--- src/battle_pkg.sv ---
// Shared encodings for the battleship rules core
// Cell coding follows the board store: 0 empty, 1 ship, 2 hit, 3 miss
// Coordinates are 3 bits each, fixed by the 8 by 8 board
// Player bit is 0 for the host and 1 for the guest everywhere
package battle_pkg;

    localparam int COORD_W = 3;

    localparam logic PLAYER_HOST  = 1'b0;
    localparam logic PLAYER_GUEST = 1'b1;

    typedef enum logic [1:0] {
        CELL_EMPTY = 2'd0,
        CELL_SHIP  = 2'd1,
        CELL_HIT   = 2'd2,
        CELL_MISS  = 2'd3
    } cell_t;

    typedef enum logic [1:0] {
        PH_PLACE_HOST  = 2'd0,
        PH_PLACE_GUEST = 2'd1,
        PH_BATTLE      = 2'd2,
        PH_OVER        = 2'd3
    } phase_t;

    // Code 3 is reserved and rejected as illegal
    typedef enum logic [1:0] {
        OP_PLACE    = 2'd0,
        OP_FIRE     = 2'd1,
        OP_NEW_GAME = 2'd2
    } op_t;

    typedef enum logic [2:0] {
        RES_NONE    = 3'd0,
        RES_PLACED  = 3'd1,
        RES_HIT     = 3'd2,
        RES_MISS    = 3'd3,
        RES_WIN     = 3'd4,
        RES_ILLEGAL = 3'd5
    } res_t;

    // Register byte offsets
    localparam logic [7:0] ADDR_CMD     = 8'h00;
    localparam logic [7:0] ADDR_STATUS  = 8'h04;
    localparam logic [7:0] ADDR_RESULT  = 8'h08;
    localparam logic [7:0] ADDR_STATS   = 8'h0C;
    localparam logic [7:0] ADDR_IRQ_CLR = 8'h10;

    // CMD fields
    localparam int CMD_COL_LSB = 0;
    localparam int CMD_ROW_LSB = 3;
    localparam int CMD_OP_LSB  = 8;

    // STATUS fields
    localparam int ST_PHASE_LSB = 0;
    localparam int ST_TURN_BIT  = 4;
    localparam int ST_HOST_LSB  = 8;
    localparam int ST_GUEST_LSB = 16;

    // RESULT fields
    localparam int RS_CODE_LSB   = 0;
    localparam int RS_PLAYER_BIT = 4;
    localparam int RS_COL_LSB    = 8;
    localparam int RS_ROW_LSB    = 12;
    localparam int RS_IRQ_BIT    = 31;

    // STATS bytes, low byte first
    localparam int SS_HOST_SHOTS_LSB  = 0;
    localparam int SS_GUEST_SHOTS_LSB = 8;
    localparam int SS_HOST_HITS_LSB   = 16;
    localparam int SS_GUEST_HITS_LSB  = 24;

endpackage

--- src/board_cmd_if.sv ---
// Decoded command from the register block to the game controller
// valid is a single-cycle pulse; the receiver takes every pulse
`timescale 1ns/100ps

interface board_cmd_if import battle_pkg::*; ();

    logic               valid;
    op_t                op;
    logic [COORD_W-1:0] row;
    logic [COORD_W-1:0] col;

    modport src (
        output valid, op, row, col
    );

    modport dst (
        input valid, op, row, col
    );

endinterface

--- src/board_port_if.sv ---
// Access port into the two-board cell store
// rd_cell is combinational on player, row and col
// we and clear act on the next clock edge, clear has priority
`timescale 1ns/100ps

interface board_port_if import battle_pkg::*; ();

    logic               player;
    logic [COORD_W-1:0] row;
    logic [COORD_W-1:0] col;
    cell_t              rd_cell;
    logic               we;
    cell_t              wr_cell;
    logic               clear;

    modport ctrl (
        output player, row, col, we, wr_cell, clear,
        input  rd_cell
    );

    modport mem (
        input  player, row, col, we, wr_cell, clear,
        output rd_cell
    );

endinterface

--- src/game_status_if.sv ---
// Game state seen by the register block
// Counts are ship cells still standing, one byte per player
`timescale 1ns/100ps

interface game_status_if import battle_pkg::*; ();

    phase_t     phase;
    logic       turn;
    logic [7:0] host_left;
    logic [7:0] guest_left;

    modport source (
        output phase, turn, host_left, guest_left
    );

    modport sink (
        input phase, turn, host_left, guest_left
    );

endinterface

--- src/battleship_top.sv ---
// Battleship rules core with an APB register interface
// Single clock domain, asynchronous active-high reset
// SHIPS_PER_PLAYER sets the placement budget, 1 to 64
`timescale 1ns/100ps

module battleship_top import battle_pkg::*; #(
    parameter int SHIPS_PER_PLAYER = 10
) (
    input  logic        clk,
    input  logic        rst,
    input  logic [7:0]  paddr,
    input  logic        psel,
    input  logic        penable,
    input  logic        pwrite,
    input  logic [31:0] pwdata,
    output logic [31:0] prdata,
    output logic        pready,
    output logic        pslverr,
    output logic        irq
);

    board_cmd_if   u_cmd_if ();
    board_port_if  u_port_if ();
    game_status_if u_status_if ();

    // Result path from the controller to the reporter
    logic               res_valid;
    res_t               res_code;
    logic               res_player;
    logic [COORD_W-1:0] res_row;
    logic [COORD_W-1:0] res_col;

    logic [31:0] result_word;
    logic [31:0] stats_word;
    logic        irq_clr;

    cmd_apb_slave u_cmd_apb_slave (
        .clk         (clk),
        .rst         (rst),
        .paddr       (paddr),
        .psel        (psel),
        .penable     (penable),
        .pwrite      (pwrite),
        .pwdata      (pwdata),
        .prdata      (prdata),
        .pready      (pready),
        .pslverr     (pslverr),
        .cmd         (u_cmd_if.src),
        .status      (u_status_if.sink),
        .result_word (result_word),
        .stats_word  (stats_word),
        .irq_clr     (irq_clr)
    );

    game_flow #(
        .SHIPS_PER_PLAYER (SHIPS_PER_PLAYER)
    ) u_game_flow (
        .clk        (clk),
        .rst        (rst),
        .cmd        (u_cmd_if.dst),
        .board      (u_port_if.ctrl),
        .status     (u_status_if.source),
        .res_valid  (res_valid),
        .res_code   (res_code),
        .res_player (res_player),
        .res_row    (res_row),
        .res_col    (res_col)
    );

    game_board u_game_board (
        .clk  (clk),
        .rst  (rst),
        .port (u_port_if.mem)
    );

    shot_reporter u_shot_reporter (
        .clk         (clk),
        .rst         (rst),
        .res_valid   (res_valid),
        .res_code    (res_code),
        .res_player  (res_player),
        .res_row     (res_row),
        .res_col     (res_col),
        .irq_clr     (irq_clr),
        .result_word (result_word),
        .stats_word  (stats_word),
        .irq         (irq)
    );

endmodule

--- src/cmd_apb_slave.sv ---
// APB register block of the rules core
// pready is tied high; every command finishes before the next transfer
// Only the exact offsets in battle_pkg are decoded, anything else is an error
// Commands and irq clears are registered single-cycle pulses
`timescale 1ns/100ps

module cmd_apb_slave import battle_pkg::*; (
    input  logic        clk,
    input  logic        rst,
    input  logic [7:0]  paddr,
    input  logic        psel,
    input  logic        penable,
    input  logic        pwrite,
    input  logic [31:0] pwdata,
    output logic [31:0] prdata,
    output logic        pready,
    output logic        pslverr,
    board_cmd_if.src    cmd,
    game_status_if.sink status,
    input  logic [31:0] result_word,
    input  logic [31:0] stats_word,
    output logic        irq_clr
);

    logic        access;
    logic        wr_ok;
    logic        rd_ok;
    logic        cmd_wr;
    logic [31:0] status_word;

    assign access = psel & penable;
    assign cmd_wr = access & pwrite & (paddr == ADDR_CMD);

    // Which offsets accept which direction
    always_comb begin
        wr_ok = 1'b0;
        rd_ok = 1'b0;
        case (paddr)
            ADDR_CMD, ADDR_IRQ_CLR:              wr_ok = 1'b1;
            ADDR_STATUS, ADDR_RESULT, ADDR_STATS: rd_ok = 1'b1;
            default: ;
        endcase
    end

    assign pready  = 1'b1;
    assign pslverr = access & (pwrite ? ~wr_ok : ~rd_ok);

    always_comb begin
        status_word = '0;
        status_word[ST_PHASE_LSB +: 2] = status.phase;
        status_word[ST_TURN_BIT]       = status.turn;
        status_word[ST_HOST_LSB +: 8]  = status.host_left;
        status_word[ST_GUEST_LSB +: 8] = status.guest_left;
    end

    always_comb begin
        case (paddr)
            ADDR_STATUS: prdata = status_word;
            ADDR_RESULT: prdata = result_word;
            ADDR_STATS:  prdata = stats_word;
            default:     prdata = '0;
        endcase
    end

    always_ff @(posedge clk or posedge rst) begin
        if (rst) begin
            cmd.valid <= 1'b0;
            irq_clr   <= 1'b0;
        end else begin
            cmd.valid <= cmd_wr;
            irq_clr   <= access & pwrite & (paddr == ADDR_IRQ_CLR);
        end
    end

    // Command fields, only meaningful while valid is high
    always_ff @(posedge clk) begin
        if (cmd_wr) begin
            cmd.op  <= op_t'(pwdata[CMD_OP_LSB +: 2]);
            cmd.row <= pwdata[CMD_ROW_LSB +: COORD_W];
            cmd.col <= pwdata[CMD_COL_LSB +: COORD_W];
        end
    end

endmodule

--- src/game_board.sv ---
// Cell store for both players, 8 by 8 cells of cell_t each
// Same row/column coordinates as the commands, index 0 is the host
// Read is combinational; write and clear land on the next edge
`timescale 1ns/100ps

module game_board import battle_pkg::*; (
    input  logic      clk,
    input  logic      rst,
    board_port_if.mem port
);

    localparam int SIDE = 1 << COORD_W;

    cell_t cells [2][SIDE][SIDE];

    always_ff @(posedge clk or posedge rst) begin
        if (rst) begin
            cells <= '{default: CELL_EMPTY};
        end else if (port.clear) begin
            // New game wipes both boards at once
            cells <= '{default: CELL_EMPTY};
        end else if (port.we) begin
            cells[port.player][port.row][port.col] <= port.wr_cell;
        end
    end

    assign port.rd_cell = cells[port.player][port.row][port.col];

endmodule

--- src/game_flow.sv ---
// Game controller: placement and firing rules, turn order, game over
// Reads the addressed cell combinationally in the command cycle and
// commits board, state and result at the following edge
// Ships are single cells; SHIPS_PER_PLAYER from 1 to 64
`timescale 1ns/100ps

module game_flow import battle_pkg::*; #(
    parameter int SHIPS_PER_PLAYER = 10
) (
    input  logic               clk,
    input  logic               rst,
    board_cmd_if.dst           cmd,
    board_port_if.ctrl         board,
    game_status_if.source      status,
    output logic               res_valid,
    output res_t               res_code,
    output logic               res_player,
    output logic [COORD_W-1:0] res_row,
    output logic [COORD_W-1:0] res_col
);

    localparam logic [7:0] SHIP_CNT = 8'(SHIPS_PER_PLAYER);

    phase_t     phase;
    logic       turn;
    logic [7:0] left [2];

    logic       placer;
    logic       target;
    logic       who;
    logic       legal;
    res_t       code;
    cell_t      next_cell;

    always_comb begin
        placer = (phase == PH_PLACE_GUEST) ? PLAYER_GUEST : PLAYER_HOST;
        // Fire aims at the opponent's board, place at the placer's own
        target = (cmd.op == OP_FIRE) ? ~turn : placer;
        case (cmd.op)
            OP_FIRE:  who = turn;
            OP_PLACE: who = placer;
            default:  who = PLAYER_HOST;
        endcase
    end

    // Rule check on the addressed cell
    always_comb begin
        legal     = 1'b0;
        code      = RES_ILLEGAL;
        next_cell = CELL_SHIP;
        case (cmd.op)
            OP_NEW_GAME: begin
                legal = 1'b1;
                code  = RES_NONE;
            end
            OP_PLACE: begin
                if ((phase == PH_PLACE_HOST || phase == PH_PLACE_GUEST) &&
                    board.rd_cell == CELL_EMPTY) begin
                    legal = 1'b1;
                    code  = RES_PLACED;
                end
            end
            OP_FIRE: begin
                if (phase == PH_BATTLE && board.rd_cell == CELL_SHIP) begin
                    legal     = 1'b1;
                    next_cell = CELL_HIT;
                    code      = (left[target] == 8'd1) ? RES_WIN : RES_HIT;
                end else if (phase == PH_BATTLE && board.rd_cell == CELL_EMPTY) begin
                    legal     = 1'b1;
                    next_cell = CELL_MISS;
                    code      = RES_MISS;
                end
            end
            default: ;
        endcase
    end

    assign board.player  = target;
    assign board.row     = cmd.row;
    assign board.col     = cmd.col;
    assign board.wr_cell = next_cell;
    assign board.we      = cmd.valid & legal & (cmd.op == OP_PLACE || cmd.op == OP_FIRE);
    assign board.clear   = cmd.valid & (cmd.op == OP_NEW_GAME);

    always_ff @(posedge clk or posedge rst) begin
        if (rst) begin
            phase     <= PH_PLACE_HOST;
            turn      <= PLAYER_HOST;
            left      <= '{default: '0};
            res_valid <= 1'b0;
        end else begin
            res_valid <= cmd.valid;
            if (cmd.valid && legal) begin
                case (cmd.op)
                    OP_NEW_GAME: begin
                        phase <= PH_PLACE_HOST;
                        turn  <= PLAYER_HOST;
                        left  <= '{default: '0};
                    end
                    OP_PLACE: begin
                        left[placer] <= left[placer] + 8'd1;
                        // Budget reached, hand over to the next phase
                        if (left[placer] + 8'd1 == SHIP_CNT)
                            phase <= (placer == PLAYER_GUEST) ? PH_BATTLE : PH_PLACE_GUEST;
                    end
                    OP_FIRE: begin
                        turn <= ~turn;
                        if (next_cell == CELL_HIT)
                            left[target] <= left[target] - 8'd1;
                        if (code == RES_WIN)
                            phase <= PH_OVER;
                    end
                    default: ;
                endcase
            end
        end
    end

    // Result payload, qualified by res_valid
    always_ff @(posedge clk) begin
        if (cmd.valid) begin
            res_code   <= code;
            res_player <= who;
            res_row    <= cmd.row;
            res_col    <= cmd.col;
        end
    end

    assign status.phase      = phase;
    assign status.turn       = turn;
    assign status.host_left  = left[PLAYER_HOST];
    assign status.guest_left = left[PLAYER_GUEST];

endmodule

--- src/shot_reporter.sv ---
// Last result latch, shot and hit statistics, interrupt
// Counters are 8 bits and wrap; a winning shot counts as a hit
// A RES_NONE result (new game) zeroes all counters
// irq set beats a clear arriving in the same cycle
`timescale 1ns/100ps

module shot_reporter import battle_pkg::*; (
    input  logic               clk,
    input  logic               rst,
    input  logic               res_valid,
    input  res_t               res_code,
    input  logic               res_player,
    input  logic [COORD_W-1:0] res_row,
    input  logic [COORD_W-1:0] res_col,
    input  logic               irq_clr,
    output logic [31:0]        result_word,
    output logic [31:0]        stats_word,
    output logic               irq
);

    res_t               last_code;
    logic               last_player;
    logic [COORD_W-1:0] last_row;
    logic [COORD_W-1:0] last_col;
    logic [7:0]         shots [2];
    logic [7:0]         hits [2];
    logic               is_shot;
    logic               is_hit;

    assign is_shot = res_code inside {RES_HIT, RES_MISS, RES_WIN};
    assign is_hit  = res_code inside {RES_HIT, RES_WIN};

    always_ff @(posedge clk or posedge rst) begin
        if (rst) begin
            last_code   <= RES_NONE;
            last_player <= PLAYER_HOST;
            last_row    <= '0;
            last_col    <= '0;
            shots       <= '{default: '0};
            hits        <= '{default: '0};
            irq         <= 1'b0;
        end else begin
            if (res_valid) begin
                last_code   <= res_code;
                last_player <= res_player;
                last_row    <= res_row;
                last_col    <= res_col;
                if (res_code == RES_NONE) begin
                    shots <= '{default: '0};
                    hits  <= '{default: '0};
                end else if (is_shot) begin
                    shots[res_player] <= shots[res_player] + 8'd1;
                    if (is_hit)
                        hits[res_player] <= hits[res_player] + 8'd1;
                end
            end
            if (res_valid && (res_code == RES_WIN || res_code == RES_ILLEGAL))
                irq <= 1'b1;
            else if (irq_clr)
                irq <= 1'b0;
        end
    end

    always_comb begin
        result_word = '0;
        result_word[RS_CODE_LSB +: 3]       = last_code;
        result_word[RS_PLAYER_BIT]          = last_player;
        result_word[RS_COL_LSB +: COORD_W]  = last_col;
        result_word[RS_ROW_LSB +: COORD_W]  = last_row;
        result_word[RS_IRQ_BIT]             = irq;
    end

    always_comb begin
        stats_word = '0;
        stats_word[SS_HOST_SHOTS_LSB +: 8]  = shots[PLAYER_HOST];
        stats_word[SS_GUEST_SHOTS_LSB +: 8] = shots[PLAYER_GUEST];
        stats_word[SS_HOST_HITS_LSB +: 8]   = hits[PLAYER_HOST];
        stats_word[SS_GUEST_HITS_LSB +: 8]  = hits[PLAYER_GUEST];
    end

endmodule

--- config.mk ---
export PLATFORM = sky130hd
export DESIGN_NAME = battleship_top
export DESIGN_NICKNAME = d
export VERILOG_FILES = /design/src/battle_pkg.sv /design/src/board_cmd_if.sv /design/src/board_port_if.sv /design/src/game_status_if.sv /design/src/battleship_top.sv /design/src/cmd_apb_slave.sv /design/src/game_board.sv /design/src/game_flow.sv /design/src/shot_reporter.sv
export SDC_FILE = /design/constraint.sdc
export NUM_CORES = 1
export LEC_CHECK = 0
export ABC_AREA = 1
export BUFFER_PORTS_ARGS = -buffer_cell sky130_fd_sc_hd__buf_2
export CORE_MARGIN = 5
export CORE_UTILIZATION = 33
export CTS_CLUSTER_SIZE = 20
export DETAILED_ROUTE_END_ITERATION = 10
export PLACE_DENSITY = 0.51
export SLEW_MARGIN = 10
export SYNTH_ARGS = -nofsm -noshare
export SYNTH_HDL_FRONTEND = slang
export SYNTH_HIERARCHICAL = 1
export SYNTH_SLANG_ARGS = --single-unit
--- constraint.sdc ---
create_clock -name clk -period 10.8 [get_ports clk]
set_clock_uncertainty 0.1 [all_clocks]
set_input_delay 0.54 -clock clk [delete_from_list [all_inputs] [get_ports clk]]
set_output_delay 0.54 -clock clk [all_outputs]
set_load 0.005 [all_outputs]
Yosys cells after proc, flatten, opt, wreduce, memory -nomap -nowiden
Cells that the tools add are included.

$lt $le $gt $ge: 10. Reductions and logical operators: 33. Eq/ne operators: 20. Muxes and demuxes: 73. Bitwise operators: 16. Add/sub/neg operators: 4.

Operators by type and width (count): 128-bit two-way mux (4); 256-bit two-way mux (2); 256-bit bitwise mux (1); 16-bit two-way mux (9); 128-bit demux with 1-bit select (1); 8-bit two-way mux (15); 32-bit one-hot mux with 3 select lines (1); 16-bit bitwise mux (4); 16-bit binary-select mux with 3-bit select (1); 16-bit demux with 3-bit select (1); 16-bit one-hot mux with 3 select lines (1); 8-bit by 1-bit adder with 8-bit output (second input constant) (3); 8-bit demux with 1-bit select (3); 8-bit by 4-bit == test with 1-bit output (second input constant) (3); 2-bit two-way mux (9); 3-bit two-way mux (4); 2-bit nonzero test (6); 1-bit logical AND (10); 1-bit two-way mux (10); 3-bit == test (second input constant) (3); 3-bit one-hot mux with 3 select lines (1); 1-bit bitwise AND (8); 8-bit by 1-bit == test with 1-bit output (second input constant) (1); 8-bit by 3-bit == test with 1-bit output (second input constant) (1); 28 further kinds (54).

Register bits after elaboration: 339. Input bits: 45. Logic and storage cells: 307. Output and inout bits: 35.

Longest topological paths before layout
Gate-level depths: netlist of the first run.

Depth in word-level cells: 22. Gate-level depth with buffers: 32. Depth with buffers taken out: 29.

Hierarchy
The synthesis of the first run kept the hierarchy.

By module, submodules not included: game_board (cells each 1803, instances 1, area an instance 13117.6 um2); game_flow (cells each 365, instances 1, area an instance 2583.7 um2); shot_reporter (cells each 319, instances 1, area an instance 2382.3 um2); cmd_apb_slave (cells each 180, instances 1, area an instance 1146.1 um2).

Worst setup path before layout of the first run
No wires, ideal clock.

Kind: flip-flop to flip-flop. Start point: register u_cmd_apb_slave.cmd.op[1]. End point: register u_game_board/cells[238] (netlist bit). Stages on the path, launching flop included: 28. Buffers on the path: 6. Clock period less this slack: 3.964 ns. Data arrival time: 3.729 ns. Setup time: 0.135 ns. Data required time: 10.565 ns. Path slack: 6.836 ns. Cell sequence: edfxtp_1 inv_1 ha_1 buf_4 nand2_4 nand2_4 buf_6 buf_2 clkbuf_1 o21ai_0 a21oi_1 nand3_1 nand2_1 nand2_1 nor2_1 nand2_1 nor3_2 nand2_1 o211ai_2 o211ai_2 a21oi_1 inv_1 nor2_1 buf_2 buf_4 nand2_1 nand3_1 o21ai_0.

Word-level cells in the longest chain between the ends: 20.

Ends and longest elaborated chain: start: declaration (RTL line board_cmd_if.sv:13) `output valid, op, row, col`; start signal: assignment (RTL line cmd_apb_slave.sv:78) `cmd.op <= op_t'(pwdata[CMD_OP_LSB +: 2]);`; 2-bit by 1-bit == test with 1-bit output * (RTL line game_flow.sv:38) `target = (cmd.op == OP_FIRE) ? ~turn : placer;`; 1-bit two-way mux * (RTL line game_flow.sv:38); net u_port_if.player (RTL line board_port_if.sv:8) `logic player;`; 1-bit NOT with 2-bit output (implied by the code) * (RTL line game_board.sv:27) `assign port.rd_cell = cells[port.player][port.row][port.col];`; 128-bit two-way mux (implied by the code) * (3 in a row) (RTL line game_board.sv:27); 16-bit binary-select mux with 3-bit select * (RTL line game_board.sv:27); 16-bit two-way mux (implied by the code) * (2 in a row) (RTL line game_board.sv:27); 2-bit binary-select mux with 3-bit select * (RTL line game_board.sv:27); [... 2 more ...]; net u_port_if.rd_cell[1] (RTL line board_port_if.sv:11) `cell_t rd_cell;`; 2-bit logical NOT (RTL line game_flow.sv:58, game_flow.sv:68); 1-bit logical AND (RTL line game_flow.sv:68) `end else if (phase == PH_BATTLE && board.rd_cell == CELL_EMPTY) begin`; 1-bit two-way mux (RTL line game_flow.sv:68); 1-bit two-way mux (RTL line game_flow.sv:64) `if (phase == PH_BATTLE && board.rd_cell == CELL_SHIP) begin`; 1-bit one-hot mux with 3 select lines * (RTL line game_flow.sv:51) `case (cmd.op)`; 1-bit bitwise AND * (2 in a row) (RTL line game_flow.sv:82) `assign board.we = cmd.valid & legal & (cmd.op == OP_PLACE || cmd.op == OP_FIRE);`; net u_port_if.we (RTL line board_port_if.sv:12) `logic we;`; 2-bit nonzero test (no line) *; end signal: indexed assignment (RTL line game_board.sv:23) `cells[port.player][port.row][port.col] <= port.wr_cell;`; end: declaration (RTL line game_board.sv:14) `cell_t cells [2][SIDE][SIDE];`.

Mark *: on every way through the listed nets, which the timed path passes. The rest lies on a longest branch. The select of a mux whose other input is x is not followed. A chain may end at the register's enable or synchronous reset.

Worst setup path after layout of the first run
Start point: register u_cmd_apb_slave.cmd.op[1]. End point: register u_game_board/cells[10] (netlist bit).

The elaborated chain is that of the path after synthesis.

==> flow_metrics.tcl, run 1 <==
set metrics [dict create \
    clk_pin_slew_ns 0.06 \
    gp_congestion 0.882 \
    slew_headroom 0.200 \
    hold_violations 0 \
    rsz0062_at_grt "no" \
    cts-hold-fix-buffers 1 \
    required_ns 11.09 \
    placed_cell_area_um2 19800 \
    fin_util 0.366 \
    antenna_found_initial 0 \
    gr-usage-all-layers 0.187 \
    grt_pass1_vias 17100 \
    ir_drop_mv 0.0975 \
    dp_hpwl_mm 37.2 \
    synthTopCellsByCount "nand2_1, dfrtp_1, nand3_1" \
    diodes 0 \
    final_antenna_net_count 0 \
    grt_max_degree 140 \
    fp.coreArea_um2 57700 \
    fin_cells 3432 \
    drt-total-wl_mm 60.4 \
    dpl.cell_count 3355 \
    synth_largest_area_cell "dfrtp_1" \
    clk-insertion-delay-late_ns 0.59 \
    outcome "finished, final reports clean" \
    grt.overflow.total 0 \
    comb_power_share 0.017 \
    start_util 0.333 \
    io_pins 80 \
    ys_seq_elements 339 \
    synth_ff_type "dfrtp_1" \
    clockPowerShare 0.509 \
    post_cts.repair.setup_buffers 0 \
    period_needed_ns 7.68 \
    ys_warn_count 6 \
    synth.yosys.seq_area_share 0.446 \
    wl_per_cell_um 17.6 \
    die_area_um2 63200 \
    vias 17600 \
    grt_pass1_wl_mm 95.9 \
    cts_htree_levels 2 \
    setup_tns_ns 0 \
    clock.fmax_mhz 130 \
    synthTopCellsByArea "dfrtp_1, nand2_1, nand3_1, o21ai_0, inv_1" \
    maxCapViolCount 0 \
    fillers 6162 \
    p_int_uw 2090 \
    cts_buffers 42 \
    drc 0 \
    tritoncts "done" \
    synth.most_common_cell "nand2_1" \
    tightest_slew_ns 1.19 \
    p_sw_frac 0.229 \
    cts-resized-gates 0 \
    end_kind "flip-flop" \
    synthCells 2667 \
    fp-row-count 88 \
    drt_iter0_markers 1435 \
    fin_nets 2690 \
    path_class "reg -> reg" \
    firstDrtPassIters 6 \
    netlist_area_um2 19200 \
    fin_area_um2 21100 \
    drv_slew 0 \
    cts_root_buffer "clkbuf_16" \
    rrSetupSlack_ns 3.12 \
    area_delta_synth_final_pct 9.92 \
    viasPerCell 5.14 \
    async_flop_share 0.947 \
    arrival_ns 7.96 \
    synth.distinct_cells 39 \
    synth_top_cell_area_share 0.418 \
    worst-path-max-fanout 139 \
    numPortBuffers 54 \
    powerDensity_nw_per_um2 128 \
    p_sw_uw 621 \
    clkSinkCount 339 \
    drive_gt1_frac 0.0892 \
    p_leak_uw 0.0101 \
    seqPwrFrac 0.473 \
    die_height_um 251 \
    finalSetupViolCount 0 \
    startpoint_type "flip-flop" \
    hp-class "in -> reg" \
    clock_path_buffers 3 \
    synth-edff-count 18 \
    fp.dieW_um 251 \
    finalCritPeriodShare 0.711 \
    syn_area_per_cell_um2 7.21 \
]
worst paths after layout:
path	start	endpoint	depth (start not counted)
setup / recovery	u_cmd_apb_slave/cmd.op[1]$_DFFE_PP_	u_game_board/cells[10]$_DFFE_PP0P_	27
hold / removal	pwdata[3]	u_cmd_apb_slave/cmd.row[0]$_DFFE_PP_	1
setup reg to reg	u_cmd_apb_slave/cmd.op[1]$_DFFE_PP_	u_game_board/cells[10]$_DFFE_PP0P_	27
hold reg to reg	u_cmd_apb_slave/irq_clr$_DFF_PP0_	u_shot_reporter/irq$_DFFE_PP0P_	1
max in group asynchronous	rst	u_game_board/cells[55]$_DFFE_PP0P_	4
min in group asynchronous	rst	u_cmd_apb_slave/cmd.valid$_DFF_PP0_	3
cell type report:
type                       instances  area (µm²)  area share
timing repair buffer              73         415      0.0197
tap                              765         957      0.0453
clock inverter                    15         159     0.00752
multi-input combinational       1899        8780       0.415
inverter                         280        1060      0.0502
sequential                       339        8570       0.406
clock buffer                      61        1190      0.0564
state kept, by name, summed over array words and instances, names as in the netlist, 3 cells and up:
name                           flops
u_shot_reporter/last_col           3
u_cmd_apb_slave/cmd.row            3
u_game_flow/res_row                3
u_game_flow/res_code               3
u_shot_reporter/last_row           3
u_shot_reporter/last_code          3
u_game_board/cells               256
u_cmd_apb_slave/cmd.col            3
u_game_flow/res_col                3
u_game_flow/status.guest_left      8
u_game_flow/status.host_left       8
u_shot_reporter/stats_word        32
worst max-delay path: stages (launching register included):
cell      delay (ns)
edfxtp_1        0.42
inv_1           0.16
ha_1            0.56
inv_2           0.31
nand3_2         0.24
nand2_8         0.53
inv_2           0.32
buf_4           0.76
nand2_1         0.12
nand3_1         0.11
nand2_1         0.13
nand2_1         0.09
nand2_1         0.04
o21ai_0         0.32
nand2_1         0.15
nor2_1          0.13
nand2_1         0.14
nor2_1          0.11
nand2_1         0.08
o211ai_2        0.15
o211ai_2        0.16
a21oi_1         0.34
nand2_1         0.23
inv_2           0.42
buf_4           0.77
nand2_1         0.22
nand3_1         0.11
o21ai_0         0.10
routing by layer:
metal	wire length, µm	GRT usage
met1	28000	0.264
met2	27600	0.303
met3	3540	0.0294
met4	1320	0.0468
met5	0	0
power by group through the flow:
stage	registers, µW	clock network, µW	logic, µW
3_3_place_gp	1300	0	48.1
4_1_cts	1280	1420	48.9
6_report	1280	1380	47.0
2_1_floorplan	1300	0	37.1
5_1_grt	1280	1470	55.0
3_5_place_dp	1300	0	48.4
metrics by stage:
stage	worst slack, ns	hold WS (ns)	power, µW
2_1_floorplan	3.12	0.181	1340
3_3_place_gp	3.26	0.332	1350
3_5_place_dp	3.28	0.334	1350
4_1_cts	3.23	0.0398	2750
5_1_grt	2.47	0.0453	2810
6_report	3.12	0.0760	2710
logic make-up (layout without fill, tap and decap cells):
kind of cell / Yosys count / count (layout) / synth area share
buffers and inverters: 449 / 429 / 0.103
other: 2 / 22 / 0.000391
flip-flops: 339 / 339 / 0.446
AO/OA/AOI/OAI: 449 / 449 / 0.128
AND/OR/NAND/NOR: 1412 / 1412 / 0.313
XOR/XNOR: 6 / 6 / 0.00273
adder cells (fa/ha/maj): 10 / 10 / 0.00651
layout by cell type, fill, tap and decap left out, types with 3 or more instances in the layout:
cell        instances
clkbuf_1           12
nand2_4             8
nand2_1           876
o22ai_1           114
nor2_4             12
inv_2              23
xor2_1              5
o21ai_0           227
nor2_2             16
nand3_2             5
nand3_1           315
o211ai_2            3
clkbuf_8            7
buf_4              18
o211ai_1           15
nand4_1             4
o21bai_1            3
clkinv_2            5
dfrtp_1           321
nand2_2            25
a21oi_1            51
nor3_1              5
nor2_1            138
inv_1             253
o21ai_1            33
edfxtp_1           18
buf_2              54
ha_1               10
clkbuf_16          42
conb_1             22
clkinvlp_4          3
No activity file was read; power rests on OpenSTA's default activity.
==> run 2: changes to the inputs <==
--- a/config.mk
+++ b/config.mk
@@ -5,7 +5,7 @@
 export SDC_FILE = /design/constraint.sdc
 export NUM_CORES = 1
 export LEC_CHECK = 0
-export ABC_AREA = 1
+export ABC_AREA = 0
 export BUFFER_PORTS_ARGS = -buffer_cell sky130_fd_sc_hd__buf_2
 export CORE_MARGIN = 5
 export CORE_UTILIZATION = 33
==> constraint.sdc (replaced) <==
create_clock -name clk -period 7.9 [get_ports clk]
set_clock_uncertainty 0.1 [all_clocks]
set_input_delay 0.395 -clock clk [delete_from_list [all_inputs] [get_ports clk]]
set_output_delay 0.395 -clock clk [all_outputs]
set_load 0.005 [all_outputs]
==> flow_metrics.tcl, run 2 <==
set metrics [dict create \
    clk_pin_slew_ns 0.06 \
    fin_ws_ns 1.01 \
    synthCells 2054 \
    setup_tns_ns 0 \
    register_area_um2 8570 \
    p_leak_uw 0.00886 \
    synth_top_cell_area_share 0.415 \
    placed_cell_area_um2 20000 \
    fp-row-count 88 \
    ys_warn_count 6 \
    synth-edff-count 18 \
    firstDrtPassIters 6 \
    synthTopCellsByCount "dfrtp_1, nor2_1, mux2i_1" \
    multiInputGateArea_um2 9680 \
    top_register "u_game_board/cells" \
    p_sw_frac 0.219 \
    p_sw_uw 831 \
    fillers 5955 \
    drt-total-wl_mm 55.4 \
    synth_largest_area_cell "dfrtp_1" \
    syn_area_per_cell_um2 9.42 \
    cp_slowest_cell "nor4_1" \
    synth.yosys.seq_area_share 0.443 \
    wl_per_cell_um 19.7 \
    arrival_ns 7.19 \
    clkSinkCount 339 \
    synth.most_common_cell "dfrtp_1" \
    cts_buffers 40 \
    fin_cells 2817 \
    clockPowerShare 0.512 \
    gr-usage-all-layers 0.171 \
    maxCapViolCount 0 \
    path_class "reg -> reg" \
    synthTopCellsByArea "dfrtp_1, mux2i_1, nor2_1, nand2_1, a21oi_1" \
    drt_iter0_markers 1292 \
    hold_violations 0 \
    async_flop_share 0.947 \
    viasPerCell 5.43 \
    worstPathBufferInverterCount 3 \
    final_antenna_net_count 0 \
    grt_max_degree 173 \
    gp_congestion 0.874 \
    finalSetupViolCount 0 \
    startpoint_type "flip-flop" \
    clk-insertion-delay-late_ns 0.56 \
    drc 0 \
    tightest_slew_ns 1.24 \
    slew_headroom 0.169 \
    start_util 0.334 \
    synth_ff_type "dfrtp_1" \
    grt_pass1_vias 15200 \
    pre_cts_slack_ns 1.08 \
    powerDensity_nw_per_um2 177 \
    fin_nets 2076 \
    die_area_um2 63600 \
    end_kind "flip-flop" \
    hp-class "in -> reg" \
    rsz0062_at_grt "no" \
    drive_gt1_frac 0.129 \
    final_cell_mix "dfrtp_1, nor2_1, mux2i_1, nand2_1, a21oi_1" \
    fp.coreArea_um2 57900 \
    path_cells "inv_1 > ha_1 > buf_4 > or3b_4 > nand2_4 > buf_12 > mux2i_1 > o22ai_1 > nor4_1 > o22ai_1 > or4_1 > or4b_4 > and2_1 > a21oi_1 > nor2b_1 > and2_1 > nand2b_1 > nor2_1 > mux2i_1 > nor2_1" \
    grt.overflow.total 0 \
    ys_seq_elements 339 \
    fin_area_um2 21500 \
    vias 15300 \
    period_needed_ns 6.89 \
    r2r_start "u_cmd_apb_slave/cmd.op[1]$_DFFE_PP_" \
    netlist_area_um2 19400 \
    dpl.cell_count 2735 \
    die_height_um 252 \
    synth.distinct_cells 88 \
    cts_htree_levels 2 \
    drv_slew 0 \
    grt_pass1_wl_mm 88.4 \
    dp_hpwl_mm 34.5 \
    diodes 0 \
    hold_start "paddr[4]" \
    cts_root_buffer "clkbuf_16" \
    p_int_uw 2970 \
    numPortBuffers 54 \
    area_delta_synth_final_pct 10.9 \
    cpPeakStageDelay_ns 0.66 \
    ir_drop_mv 0.157 \
    required_ns 8.20 \
    outcome "finished, final reports clean" \
    comb_power_share 0.025 \
    fp.dieW_um 252 \
    post_cts.repair.setup_buffers 0 \
    io_pins 80 \
    clock.fmax_mhz 145 \
    tritoncts "done" \
    clock_path_buffers 3 \
    worst-path-max-fanout 33 \
    cp_top_family "simple AND/OR/NAND/NOR gates" \
    seqPwrFrac 0.463 \
    antenna_found_initial 0 \
    setup.worst_path.start "u_cmd_apb_slave/cmd.op[1]$_DFFE_PP_" \
    largest_register_ffs 256 \
    layout_commonest_cell "dfrtp_1" \
    finalCritPeriodShare 0.872 \
]
-- run 2: changes by cell type in the layout (fill, tap and decap cells not counted), moves of 25 or more --
cell | previous run | this run
nor2_1 | 138 | 289
mux2i_1 | 0 | 240
o21ai_1 | 33 | 7
a22oi_1 | 0 | 28
o21ai_0 | 227 | 97
nand3_1 | 315 | 89
nand2_2 | 25 | 0
mux2_2 | 0 | 43
o22ai_1 | 114 | 40
nand2_1 | 876 | 219
inv_1 | 253 | 29
a21oi_1 | 51 | 156
-- run 2: logic make-up after synthesis --
| family | Yosys count | synth area share |
|---|---|---|
| flip-flops | 339 | 0.443 |
| other | 2 | 0.000388 |
| adder cells (fa/ha/maj) | 10 | 0.00646 |
| multiplexers | 308 | 0.178 |
| AO/OA/AOI/OAI | 415 | 0.130 |
| AND/OR/NAND/NOR | 739 | 0.176 |
| XOR/XNOR | 10 | 0.00453 |
| buffers and inverters | 231 | 0.0612 |
-- run 2: power by group through the flow --
stage	clock network, µW	logic [µW]	registers [µW]
after floorplan	0	71.3	1790
after detailed placement	0	92.5	1790
final	1950	94.4	1760
after global routing	2080	108	1760
after global placement	0	91.5	1790
after CTS	2010	96.3	1760
-- run 2: worst paths after layout --
| kind | slack (ns) | cells past startpoint | endpoint |
|---|---|---|---|
| setup / recovery | 1.01 | 20 | u_game_board/cells[33]$_DFFE_PP0P_ |
| hold / removal | 0.05 | 2 | u_cmd_apb_slave/irq_clr$_DFF_PP0_ |
| setup reg to reg | 1.01 | 20 | u_game_board/cells[33]$_DFFE_PP0P_ |
| hold reg to reg | 0.35 | 1 | u_shot_reporter/irq$_DFFE_PP0P_ |
| max in group asynchronous | 5.68 | 4 | u_game_board/cells[213]$_DFFE_PP0P_ |
| min in group asynchronous | 0.28 | 3 | u_cmd_apb_slave/irq_clr$_DFF_PP0_ |
-- run 2: routing by layer --
| layer | wire (µm) | GRT usage | vias up |
|---|---|---|---|
| met1 | 25300 | 0.242 | 7627 |
| met3 | 2850 | 0.0275 | 91 |
| li1 | - | - | 7200 |
| met4 | 1450 | 0.0516 | 0 |
| met5 | 0 | 0 | - |
| met2 | 25800 | 0.270 | 389 |
-- run 2: metrics by stage --
step                power [µW]   util  hold WS [ns]
floorplan                 1860      -        0.0362
global placement          1880  0.345         0.281
detailed placement        1880  0.345         0.279
CTS                       3860  0.371        0.0140
global route              3950  0.371        0.0406
finish                    3800  0.371        0.0503
-- run 2: cell type report --
cell class	count	share of cell area
clock inverters	16	0.00909
multi-input cells	1504	0.451
well taps	765	0.0446
repair buffers	102	0.0333
inverters	34	0.00653
clock buffers	57	0.0558
flip-flops and latches	339	0.399
-- run 2: repair_timing --
action                    4_1_cts  5_1_grt
hold buffers                    9        0
hold endpoints to repair       79        0
resized for setup               0        0
-- run 2: worst register-to-register path, stage by stage, from the launching register on --
cell,delay [ns]
edfxtp_1,0.40
inv_1,0.13
ha_1,0.21
buf_4,0.22
or3b_4,0.45
nand2_4,0.26
buf_12,0.31
mux2i_1,0.28
o22ai_1,0.10
nor4_1,0.66
o22ai_1,0.16
or4_1,0.64
or4b_4,0.58
and2_1,0.19
a21oi_1,0.17
nor2b_1,0.38
and2_1,0.51
nand2b_1,0.39
nor2_1,0.32
mux2i_1,0.22
nor2_1,0.06
